==> src/cache_params.svh <==
`ifndef CACHE_PARAMS_SVH
`define CACHE_PARAMS_SVH

// Cache geometry
`define CACHE_LINES 32
`define WORDS_PER_LINE 16

// Bus widths
`define ADDR_W 32
`define WORD_W 32

`endif

==> src/cache_pkg.sv <==
`include "cache_params.svh"

package cache_pkg;

  // Address split into tag, index, word offset and byte offset
  localparam int INDEX_W  = $clog2(`CACHE_LINES);
  localparam int OFFSET_W = $clog2(`WORDS_PER_LINE);
  localparam int BYTE_W   = $clog2(`WORD_W / 8);
  localparam int TAG_W    = `ADDR_W - INDEX_W - OFFSET_W - BYTE_W;
  localparam int LINE_W   = `WORDS_PER_LINE * `WORD_W;

  typedef logic [`ADDR_W-1:0]         addr_t;
  typedef logic [`WORD_W-1:0]         word_t;
  typedef logic [TAG_W-1:0]           tag_t;
  typedef logic [INDEX_W-1:0]         index_t;
  typedef logic [OFFSET_W-1:0]        offset_t;
  typedef logic [LINE_W-1:0]          line_t;
  typedef logic [`WORDS_PER_LINE-1:0] word_en_t;

  typedef enum logic [2:0] {IDLE, LOOKUP, ACK, SPILL, REFILL, INSTALL} ctrl_state_t;

endpackage

==> src/cache_ifs.sv <==
`timescale 1ns/1ps

// Registered processor request split into address fields
interface req_if import cache_pkg::*; ();
  tag_t    tag;
  index_t  index;
  offset_t offset;
  word_t   wdata;

  modport ctrl (output tag, index, offset, wdata);
  modport user (input tag, index, offset, wdata);
endinterface

// Handshake between controller and line burst engine
interface burst_if import cache_pkg::*; ();
  logic  start;
  // 1 for write back, 0 for refill
  logic  spill;
  logic  done;
  line_t fill_line;

  modport ctrl (output start, spill, input done);
  modport engine (input start, spill, output done, fill_line);
endinterface

==> src/cache_ctrl.sv <==
`timescale 1ns/1ps
`include "cache_params.svh"

module cache_ctrl import cache_pkg::*; (
  input  logic  clk,
  input  logic  reset,
  input  logic  cyc,
  input  logic  stb,
  input  logic  we,
  input  addr_t adr,
  input  word_t dat_w,
  output logic  ack,
  req_if.ctrl   req,
  burst_if.ctrl burst,
  input  logic  hit,
  input  logic  victim_dirty,
  output logic  tag_wr,
  output logic  dirty_set,
  output logic  word_wr,
  output logic  line_wr
);

  ctrl_state_t state;
  logic        accept;
  logic        we_q;

  assign accept = (state == IDLE) && cyc && stb;

  // --------------------------------------------------
  // Request capture
  // --------------------------------------------------

  always_ff @(posedge clk) begin
    if (accept) begin
      req.tag    <= adr[`ADDR_W-1 -: TAG_W];
      req.index  <= adr[BYTE_W + OFFSET_W +: INDEX_W];
      req.offset <= adr[BYTE_W +: OFFSET_W];
      req.wdata  <= dat_w;
      we_q       <= we;
    end
  end

  // --------------------------------------------------
  // Miss handling FSM
  // --------------------------------------------------

  always_ff @(posedge clk) begin
    if (reset) begin
      state       <= IDLE;
      burst.start <= 1'b0;
      burst.spill <= 1'b0;
    end else begin
      burst.start <= 1'b0;
      case (state)
        IDLE: begin
          if (accept) state <= LOOKUP;
        end
        LOOKUP: begin
          if (hit) begin
            state <= ACK;
          end else begin
            // Dirty victim goes back to memory before the refill
            burst.start <= 1'b1;
            burst.spill <= victim_dirty;
            state       <= victim_dirty ? SPILL : REFILL;
          end
        end
        ACK: state <= IDLE;
        SPILL: begin
          if (burst.done) begin
            burst.start <= 1'b1;
            burst.spill <= 1'b0;
            state       <= REFILL;
          end
        end
        REFILL: begin
          if (burst.done) state <= INSTALL;
        end
        // Retry the lookup, which now hits
        INSTALL: state <= LOOKUP;
        default: state <= IDLE;
      endcase
    end
  end

  assign ack       = (state == ACK);
  assign word_wr   = (state == ACK) && we_q;
  assign dirty_set = (state == ACK) && we_q;
  assign tag_wr    = (state == INSTALL);
  assign line_wr   = (state == INSTALL);

endmodule

==> src/flat_wrapper.sv <==
// flat-port wrapper written by rule: the top's interface ports become plain ports
module cache_ctrl_flat import cache_pkg::*;
  (clk, reset, cyc, stb, we, adr, dat_w, ack, hit, victim_dirty, tag_wr, dirty_set, word_wr, line_wr, req_tag, req_index, req_offset, req_wdata, burst_start, burst_spill, burst_done);
  req_if req_i ();
  burst_if burst_i ();
  input  logic clk;
  input  logic reset;
  input  logic cyc;
  input  logic stb;
  input  logic we;
  input  addr_t adr;
  input  word_t dat_w;
  output logic ack;
  input  logic hit;
  input  logic victim_dirty;
  output logic tag_wr;
  output logic dirty_set;
  output logic word_wr;
  output logic line_wr;
  output wire logic [$bits(req_i.tag)-1:0] req_tag;
  output wire logic [$bits(req_i.index)-1:0] req_index;
  output wire logic [$bits(req_i.offset)-1:0] req_offset;
  output wire logic [$bits(req_i.wdata)-1:0] req_wdata;
  output wire logic [$bits(burst_i.start)-1:0] burst_start;
  output wire logic [$bits(burst_i.spill)-1:0] burst_spill;
  input wire logic [$bits(burst_i.done)-1:0] burst_done;
  assign req_tag = req_i.tag;
  assign req_index = req_i.index;
  assign req_offset = req_i.offset;
  assign req_wdata = req_i.wdata;
  assign burst_start = burst_i.start;
  assign burst_spill = burst_i.spill;
  assign burst_i.done = burst_done;
  cache_ctrl u_core (.clk(clk), .reset(reset), .cyc(cyc), .stb(stb), .we(we), .adr(adr), .dat_w(dat_w), .ack(ack), .req(req_i), .burst(burst_i), .hit(hit), .victim_dirty(victim_dirty), .tag_wr(tag_wr), .dirty_set(dirty_set), .word_wr(word_wr), .line_wr(line_wr));
endmodule
==> config.mk <==
export PLATFORM = sky130hd
export DESIGN_NAME = cache_ctrl_flat
export DESIGN_NICKNAME = d
export VERILOG_FILES = /design/src/cache_pkg.sv /design/src/cache_ifs.sv /design/src/cache_ctrl.sv /design/src/flat_wrapper.sv
export VERILOG_INCLUDE_DIRS = /design/src /design/src/src
export SDC_FILE = /design/constraint.sdc
export NUM_CORES = 1
export LEC_CHECK = 0
export BUFFER_PORTS_ARGS = -buffer_cell sky130_fd_sc_hd__clkbuf_2
export CORE_MARGIN = 2
export CORE_UTILIZATION = 35
export DETAILED_ROUTE_END_ITERATION = 6
export PLACE_DENSITY = 0.78
export SLEW_MARGIN = 20
export SYNTH_ARGS = -nofsm -noshare
export SYNTH_HDL_FRONTEND = slang
export SYNTH_SLANG_ARGS = --single-unit
==> constraint.sdc <==
create_clock -name clk -period 7.32 [get_ports clk]
set_clock_uncertainty 0.05 [all_clocks]
set_input_delay 0.366 -clock clk [delete_from_list [all_inputs] [get_ports clk]]
set_output_delay 0.366 -clock clk [all_outputs]
set_load 0.01 [all_outputs]
==> impl_metrics.json <==
{
  "finalSetupTns_ps": 0,
  "cts.sink_count": 68,
  "fillers": 530,
  "hold_class": "in -> reg",
  "critPathMaxFanout": 11,
  "leakagePower_uw": 0.00135,
  "hpwl_um": 3480,
  "synth_flop_cell": "edfxtp_1",
  "postCtsHoldBufs": 0,
  "grt_pass1_vias": 1363,
  "multi_input_area_um2": 166,
  "area_growth_pct": 44.6,
  "fin_ws_ps": 5460,
  "num_vias": 1406,
  "status": "completed",
  "synth_top_area_share_pct": 87.1,
  "gp_congestion": 0.860,
  "synth.area.top_cells": "edfxtp_1 87%, dfxtp_1 4.6%, a21oi_1 0.69%",
  "synth_area_per_cell_um2": 22.2,
  "routed_via_density": 4.31,
  "synth.yosys.seq_area_share_pct": 91.7,
  "maxSlewViolCount": 0,
  "ys.warnings.count": 0,
  "grtUsageTotal_pct": 13.4,
  "critPathArrivalTime_ps": 1440,
  "ios": 141,
  "cts_made_buffers": 9,
  "synth_top_family_by_area": "simple AND/OR/NAND/NOR gates",
  "utilization_pct": 52.7,
  "rows": 28,
  "die_w_um": 82.8,
  "async_flop_share_pct": 0,
  "core_mm2": 0.00596,
  "synthCells": 98,
  "slowest_delay_ps": 530,
  "instances_no_fill": 326,
  "synth_xor_area_share_pct": 0,
  "hold_viol": 0,
  "ir_drop_v": 0.000130,
  "clockRootBuffer": "clkbuf_8",
  "seqCellArea_mm2": 0.00199,
  "worstMarginPinSlew_ps": 391,
  "cp-start-kind": "flip-flop",
  "grt.overflow.total": 0,
  "htreeDepth": 3,
  "synth_cell_type_count": 20,
  "drive_above_1_share_pct": 61.8,
  "fp.dieArea_mm2": 0.00685,
  "slowest_stage": "dfxtp_1",
  "critical_path_class": "reg -> out",
  "synth_compound_area_share_pct": 2.53,
  "clk_pin_slew_ps": 70,
  "critical_path.top_delay_family": "flip-flops",
  "synthMuxAreaShare_pct": 0,
  "yosys.area_share.simple_pct": 4.84,
  "required_ps": 6900,
  "crit_chain": "nor3b_1 > and2_1 > clkbuf_2",
  "antenna_left": 0,
  "fin_nets": 318,
  "cap_violations": 0,
  "grt_max_degree": 33,
  "synth_edf_count": 63,
  "synth_seq_cells": 68,
  "cp-end-kind": "primary output",
  "wl_um": 4540,
  "cts_tree": "built",
  "synthAdderAreaFrac_pct": 0,
  "cts_setup_buffers": 0,
  "firstDrtPassIters": 4,
  "timing.fmax_mhz": 538,
  "layout_min_cycle_time_ps": 1860,
  "syn_nets": 170,
  "powerDensity_mw_per_mm2": 253,
  "rsz0062_at_grt": "false",
  "clockBufferDepth": 2,
  "die_h_um": 82.8,
  "cp.buffers_inverters": 1,
  "report.final.setup_viol": 0,
  "post-place-ws_ps": 5760,
  "yosysTopAreaCell": "edfxtp_1",
  "clkLatencyLatePin_ps": 330,
  "fin_crit_sh_pct": 25.4,
  "initialDrtViolationCount": 32,
  "route.detailed.drc": 0,
  "cts_resized": 0,
  "io_buffers": 138,
  "relSlewSlack_pct": 73.9,
  "syn_area_mm2": 0.00217,
  "power_uw": 794,
  "place_inst": 310,
  "initial_core_util_pct": 36.5,
  "antenna_cells": 0,
  "avgRoutedWirePerCell_um": 13.9,
  "grt_pass1_wl_um": 6350,
  "antenna_found_initial": 0
}
==> report_power, final <==
part / total, µW / leakage, µW / switching (µW) / internal, µW
Clock: 283 / 0.0000911 / 130 / 154
Combinational: 57.0 / 0.000634 / 30.7 / 26.3
Sequential: 453 / 0.000627 / 6.46 / 447
==> area by class of cell <==
cell class	instances	share of cell area [%]
flip-flops and latches	68	63.4
repair buffers	140	22.5
multi-input cells	27	5.30
clock buffers	10	4.06
well taps	75	2.99
clock inverters	6	1.75
==> synth_stat cells (all sizes together) (2+ instances only) <==
cell     n
buf      3
edfxtp  63
dfxtp    5
nor3     3
nor3b    2
nand2b   2
a21oi    3
o21ai    2
nand2    2
nor2     4
==> cells in the final DEF, fill, tap and decap left out, drive strengths merged <==
master	Yosys	routed
nor4	1	1
and3b	1	1
nand3	1	1
a2111oi	1	1
o31ai	1	1
nand2b	2	2
bufinv	0	1
nand2	2	2
nand3b	1	1
nor2	4	4
buf	3	2
clkinv	0	4
and2	1	1
clkbuf	0	148
dfxtp	5	5
a21oi	3	3
edfxtp	63	63
nor3	3	3
clkinvlp	0	1
o21ai	2	2
nor2b	1	1
nor3b	2	2
a22oi	1	1
==> stage by stage <==
step	instance area (µm²)	hold WS (ps)
finish	3140	156
detailed placement	2960	425
global placement	2960	422
CTS	3140	137
floorplan	2170	385
global route	3140	127
==> worst paths after layout <==
check | startpoint | to | slack (ps) | cells after the start
worst max-delay path | u_core.state[1] | dirty_set | 5460 | 3
worst max register to register | u_core.state[1] | u_core.req.wdata[0] | 5760 | 2
worst min-delay path | adr[17] | u_core.req.tag[6] | 160 | 1
worst min register to register | u_core.burst.spill | u_core.burst.spill | 430 | 2
==> registers in the layout, indices dropped and copies added, names as in the netlist <==
signal,cells
u_core.req.wdata,32
u_core.state,3
u_core.burst.spill,1
u_core.req.offset,4
u_core.req.index,5
u_core.burst.start,1
u_core.we_q,1
u_core.req.tag,21
==> metal layers <==
metal | wire length, µm | part of all wire [%] | vias to the layer above | global-route usage, %
li1 | - | - | 679 | -
met1 | 1840 | 41 | 631 | 16.4
met2 | 2070 | 46 | 90 | 18.9
met3 | 576 | 13 | 6 | 7.79
met4 | 46 | 1.0 | 0 | 6.23
met5 | 0 | 0 | - | 0
==> kinds of logic (layout without fill, tap and decap cells) <==
family,count (synthesis),after routing
compound gates,8,8
buf+inv,3,156
flops,68,68
simple gates,19,19
Power figures use the tool's default switching activity.
