**config.mk**
```make
export PLATFORM = sky130hd
export DESIGN_NAME = line_burst_flat
export DESIGN_NICKNAME = d
export VERILOG_FILES = /design/src/cache_pkg.sv /design/src/cache_ifs.sv /design/src/line_burst.sv /design/src/flat_wrapper.sv
export VERILOG_INCLUDE_DIRS = /design/src /design/src/src
export SDC_FILE = /design/constraint.sdc
export NUM_CORES = 1
export LEC_CHECK = 0
export BUFFER_PORTS_ARGS = -buffer_cell sky130_fd_sc_hd__buf_2
export CAP_MARGIN = 20
export CELL_PAD_IN_SITES_DETAIL_PLACEMENT = 1
export CELL_PAD_IN_SITES_GLOBAL_PLACEMENT = 1
export CORE_AREA = 2 2 479 481
export CTS_BUF_LIST = sky130_fd_sc_hd__clkbuf_4 sky130_fd_sc_hd__clkbuf_8
export CTS_CLUSTER_SIZE = 16
export DETAILED_ROUTE_END_ITERATION = 10
export DIE_AREA = 0 0 481 483
export PLACE_DENSITY = 0.33
export SKIP_CTS_REPAIR_TIMING = 1
export SYNTH_ARGS = -nofsm -noshare
export SYNTH_HDL_FRONTEND = slang
export SYNTH_SLANG_ARGS = --single-unit
export TNS_END_PERCENT = 10
```
**constraint.sdc**
```tcl
create_clock -name clk -period 10.39 [get_ports clk]
set_clock_uncertainty 0.05 [all_clocks]
set_input_delay 2.078 -clock clk [delete_from_list [all_inputs] [get_ports clk]]
set_output_delay 2.078 -clock clk [all_outputs]
set_load 0.005 [all_outputs]
```
**src/cache_params.svh**
```systemverilog
`ifndef CACHE_PARAMS_SVH
`define CACHE_PARAMS_SVH

// Cache geometry
`define CACHE_LINES 32
`define WORDS_PER_LINE 16

// Bus widths
`define ADDR_W 32
`define WORD_W 32

`endif

```
**src/cache_pkg.sv**
```systemverilog
`include "cache_params.svh"

package cache_pkg;

  // Address split into tag, index, word offset and byte offset
  localparam int INDEX_W  = $clog2(`CACHE_LINES);
  localparam int OFFSET_W = $clog2(`WORDS_PER_LINE);
  localparam int BYTE_W   = $clog2(`WORD_W / 8);
  localparam int TAG_W    = `ADDR_W - INDEX_W - OFFSET_W - BYTE_W;
  localparam int LINE_W   = `WORDS_PER_LINE * `WORD_W;

  typedef logic [`ADDR_W-1:0]         addr_t;
  typedef logic [`WORD_W-1:0]         word_t;
  typedef logic [TAG_W-1:0]           tag_t;
  typedef logic [INDEX_W-1:0]         index_t;
  typedef logic [OFFSET_W-1:0]        offset_t;
  typedef logic [LINE_W-1:0]          line_t;
  typedef logic [`WORDS_PER_LINE-1:0] word_en_t;

  typedef enum logic [2:0] {IDLE, LOOKUP, ACK, SPILL, REFILL, INSTALL} ctrl_state_t;

endpackage

```
**src/cache_ifs.sv**
```systemverilog
`timescale 1ns/1ps

// Registered processor request split into address fields
interface req_if import cache_pkg::*; ();
  tag_t    tag;
  index_t  index;
  offset_t offset;
  word_t   wdata;

  modport ctrl (output tag, index, offset, wdata);
  modport user (input tag, index, offset, wdata);
endinterface

// Handshake between controller and line burst engine
interface burst_if import cache_pkg::*; ();
  logic  start;
  // 1 for write back, 0 for refill
  logic  spill;
  logic  done;
  line_t fill_line;

  modport ctrl (output start, spill, input done);
  modport engine (input start, spill, output done, fill_line);
endinterface

```
**src/line_burst.sv**
```systemverilog
`timescale 1ns/1ps
`include "cache_params.svh"

module line_burst import cache_pkg::*; (
  input  logic  clk,
  input  logic  reset,
  req_if.user   req,
  burst_if.engine burst,
  input  tag_t  victim_tag,
  input  line_t rd_line,
  output logic  mem_cyc,
  output logic  mem_stb,
  output logic  mem_we,
  output addr_t mem_adr,
  output word_t mem_dat_w,
  input  word_t mem_dat_r,
  input  logic  mem_ack
);

  logic    busy;
  logic    done_q;
  logic    last_word;
  offset_t count;
  tag_t    line_tag;
  addr_t   line_base;
  line_t   fill_q;

  // --------------------------------------------------
  // Burst sequencing
  // --------------------------------------------------

  assign last_word = (count == offset_t'(`WORDS_PER_LINE - 1));

  always_ff @(posedge clk) begin
    if (reset) begin
      busy   <= 1'b0;
      mem_we <= 1'b0;
      count  <= '0;
      done_q <= 1'b0;
    end else begin
      done_q <= 1'b0;
      if (burst.start) begin
        busy   <= 1'b1;
        mem_we <= burst.spill;
        count  <= '0;
      end else if (busy && mem_ack) begin
        count <= count + 1'b1;
        if (last_word) begin
          busy   <= 1'b0;
          mem_we <= 1'b0;
          done_q <= 1'b1;
        end
      end
    end
  end

  // Cycle and strobe stay up across all 16 words
  assign mem_cyc = busy;
  assign mem_stb = busy;

  // --------------------------------------------------
  // Address and data
  // --------------------------------------------------

  // Old line for write back, requested line for refill
  assign line_tag  = burst.spill ? victim_tag : req.tag;
  assign line_base = {line_tag, req.index, {(OFFSET_W + BYTE_W){1'b0}}};
  assign mem_adr   = line_base + (addr_t'(count) << BYTE_W);
  assign mem_dat_w = rd_line[count*`WORD_W +: `WORD_W];

  // Assemble the refill line word by word
  always_ff @(posedge clk) begin
    if (busy && mem_ack && !mem_we) begin
      fill_q[count*`WORD_W +: `WORD_W] <= mem_dat_r;
    end
  end

  assign burst.fill_line = fill_q;
  assign burst.done      = done_q;

endmodule

```
**src/flat_wrapper.sv**
```systemverilog
// flat-port wrapper written by rule: the top's interface ports become plain ports
module line_burst_flat import cache_pkg::*;
  (clk, reset, victim_tag, rd_line, mem_cyc, mem_stb, mem_we, mem_adr, mem_dat_w, mem_dat_r, mem_ack, req_tag, req_index, req_offset, req_wdata, burst_start, burst_spill, burst_done, burst_fill_line);
  req_if req_i ();
  burst_if burst_i ();
  input  logic clk;
  input  logic reset;
  input  tag_t victim_tag;
  input  line_t rd_line;
  output logic mem_cyc;
  output logic mem_stb;
  output logic mem_we;
  output addr_t mem_adr;
  output word_t mem_dat_w;
  input  word_t mem_dat_r;
  input  logic mem_ack;
  input wire logic [$bits(req_i.tag)-1:0] req_tag;
  input wire logic [$bits(req_i.index)-1:0] req_index;
  input wire logic [$bits(req_i.offset)-1:0] req_offset;
  input wire logic [$bits(req_i.wdata)-1:0] req_wdata;
  input wire logic [$bits(burst_i.start)-1:0] burst_start;
  input wire logic [$bits(burst_i.spill)-1:0] burst_spill;
  output wire logic [$bits(burst_i.done)-1:0] burst_done;
  output wire logic [$bits(burst_i.fill_line)-1:0] burst_fill_line;
  assign req_i.tag = req_tag;
  assign req_i.index = req_index;
  assign req_i.offset = req_offset;
  assign req_i.wdata = req_wdata;
  assign burst_i.start = burst_start;
  assign burst_i.spill = burst_spill;
  assign burst_done = burst_i.done;
  assign burst_fill_line = burst_i.fill_line;
  line_burst u_core (.clk(clk), .reset(reset), .req(req_i), .burst(burst_i), .victim_tag(victim_tag), .rd_line(rd_line), .mem_cyc(mem_cyc), .mem_stb(mem_stb), .mem_we(mem_we), .mem_adr(mem_adr), .mem_dat_w(mem_dat_w), .mem_dat_r(mem_dat_r), .mem_ack(mem_ack));
endmodule
```
==> impl_metrics.py <==
metrics = {
    "outcome": {
        "run_status": "finished clean",
    },
    "layout": {
        "final_common_cell": "buf_2",
        "area_growth_syn_to_layout_pct": 50.40,
        "nNetsFinal": 3403,
        "drive_gt1_share_pct": 56.10,
        "mostFrequentLayoutCells": "buf_2, edfxtp_1, nor2_1, nor3_1, mux4_2",
    },
    "place": {
        "place_congestion": 1.050,
        "place_ws_ps": 4439,
        "dp_hpwl_um": 166800,
        "port_buffers": 1163,
    },
    "sta": {
        "finalCritPeriodShare_pct": 60.69,
        "finalSetupViolations": 0,
        "setup_ws_ps": 4084,
        "rsz0062_at_grt": "false",
        "min_period_ps": 6306,
        "clock.fmax_mhz": 158.6,
        "fin_setup_tns_ps": 0,
        "relSlewSlack_pct": 19.37,
        "worstMarginPinSlew_ps": 1209,
        "report.final.slew_viol_count": 0,
        "finalHoldViolCount": 0,
    },
    "setup_path": {
        "cp_max_fo": 50,
        "critPathRequiredTime_ps": 8260,
        "cp-start-kind": "register",
        "critPathCaptureType": "output pin",
        "worstSetupPathType": "reg -> out",
        "cp_slowest_cell": "buf_4",
        "crit_path_frequent_cell": "buf_4",
        "startpoint": "u_core.count[1]",
        "rr_worst_depth": 8,
        "critPathMaxStageDelay_ps": 780,
        "crit_arrival_ps": 4180,
        "r2r_start": "u_core.count[0]",
        "r2r_setup_slack_ps": 5740,
        "path_cells": "buf_4, buf_4, mux4_2, o22ai_1, nor2_1, buf_2",
        "reg2reg_to": "u_core.burst.fill_line[32]",
    },
    "floorplanning": {
        "num_rows": 175,
        "coreArea_um2": 226800,
        "dieArea_um2": 232300,
        "start_util_pct": 10.31,
        "die_h_um": 483,
        "pin_count": 1212,
        "die_x_um": 481,
    },
    "clocking": {
        "cts_buffers": 106,
        "cts_buffer_depth": 3,
        "clk_latency_ps": 820,
        "clock_sinks": 519,
        "cts_tree": "yes",
        "cts-root-buf": "clkbuf_8",
        "ctsHtreeMaxLevel": 3,
        "clk_pin_slew_worst_paths_ps": 50,
    },
    "detailed_routing": {
        "routedWlPerCell_um": 35.19,
        "vias": 21510,
        "wl_um": 210900,
        "via_per_inst": 3.590,
        "ant_nets": 0,
        "firstDrtPassIters": 5,
        "drt_iter0_markers": 1717,
        "route.detailed.drc": 0,
    },
    "logic_synthesis": {
        "synth-edff-count": 512,
        "yosysWarnings": 0,
        "yosysUniqueCellTypes": 47,
        "ys_seq_area_share_pct": 66.36,
        "netlist_instances": 1599,
        "async_reset_ff_share_pct": 0,
        "synth.cell_area_um2": 23380,
        "synth_seq_cells": 519,
        "synth-main-ff-cell": "edfxtp_1",
        "avgSynthCellArea_um2": 14.62,
    },
    "global_routing": {
        "grt_use_total_pct": 17.52,
        "grt_busiest_layer": "met2",
        "use_met2_pct": 29.49,
        "antenna_found_initial": 225,
        "grt_pass1_vias": 21470,
        "grt_use_met1_pct": 19.87,
        "grt_max_degree": 133,
        "grt_pass1_wl_um": 259700,
        "use_met3_pct": 6.385,
        "overflow": 0,
    },
    "run": {
        "cap_violations": 0,
    },
    "min_path": {
        "holdCritStartpoint": "u_core.mem_we",
        "min_to": "u_core.mem_we",
        "hold_class": "reg -> reg",
        "whs_path_depth": 2,
    },
    "pwr": {
        "vdd_drop_max_uv": 74.94,
        "leakage_nw": 12.20,
        "p_per_area_nw_per_um2": 141.1,
    },
}
## sequential cells by signal (all words and copies together), names as in the netlist
name / cells
u_core.count: 4
u_core.mem_cyc: 1
u_core.burst.done: 1
u_core.mem_we: 1
u_core.burst.fill_line: 512
## cell type report
cell class / instances / area (um^2)
sequential: 519 / 15530
timing repair buffer: 1214 / 6256
antenna: 129 / 322.8
fill: 26290 / 191700
clock inverter: 52 / 411.6
inverter: 38 / 142.6
tap: 3009 / 3765
multi-input combinational: 889 / 7012
clock buffer: 142 / 1729
## critical path, delay by kind of cell (launching register included)
kind            cells  cell delay [ps]
compound gates      1              370
buf+inv             3             1630
simple gates        1              100
mux                 1              630
flops               1              470
## worst max-delay path by stage
stage,to,slack [ps],depth (start not counted)
after floorplan,u_core.burst.fill_line[160],4260,3
after global placement,mem_dat_w[15],4450,5
after detailed placement,mem_dat_w[15],4440,5
after CTS,mem_dat_w[7],3850,6
after global routing,mem_dat_w[11],3790,6
final,mem_dat_w[8],4080,6
## metal layers
layer | part of all wire [%] | up-vias
met3 | 9.2 | 455
li1 | - | 8612
met5 | 0.28 | -
met1 | 38 | 11120
met4 | 4.8 | 84
met2 | 48 | 1243
## kinds of logic (layout without fill, tap and decap cells)
group	after synthesis	after routing	share of synthesized area, %
AO/OA/AOI/OAI	77	77	2.114
XOR/XNOR	3	3	0.1124
adder cells (fa/ha/maj)	3	3	0.1606
buffers and inverters	192	1446	4.399
flip-flops	519	519	66.36
multiplexers	150	150	13.38
other	1	131	0.01604
AND/OR/NAND/NOR	654	654	13.46
## stage by stage
step           util (%)  hold slack [ps]  total power (W)  cells  cell area (um^2)
2_1_floorplan         -            436.2         0.002450   1600             23380
3_3_place_gp      14.39            465.1         0.002752   5667             32650
3_5_place_dp      14.40            459.2         0.002756   5668             32670
4_1_cts           15.35            468.9         0.005075   5862             34810
5_1_grt           15.44            529.9         0.005154   5934             35020
6_report          15.50            472.1         0.004962   5992             35170
## Yosys cell counts (3+ instances only)
library cell    n  area, um^2
nor2_1        294        1104
ha_1            3       37.54
mux2_2         21       236.5
inv_1          37       138.9
dfxtp_1         7       140.1
o21ai_0         4       20.02
nand2b_1        3       18.77
nand2_1        71       266.5
buf_6          10       112.6
mux4_2        128        2883
nor4_1         14       87.58
nor3_2         11       110.1
nor4_2         30       375.4
buf_2          71       355.3
edfxtp_1      512       15370
clkbuf_1       31       116.4
nor3_1        218        1091
buf_1           9       33.78
buf_4          31       232.7
o22ai_1        64       400.4
## report_power, final
part           switching (W)  leakage (nW)  internal [W]
combinational       0.000255          6.29      0.000165
sequential        0.00000264          4.79       0.00228
clock                0.00107          1.12       0.00119
Power figures use the tool's default switching activity.
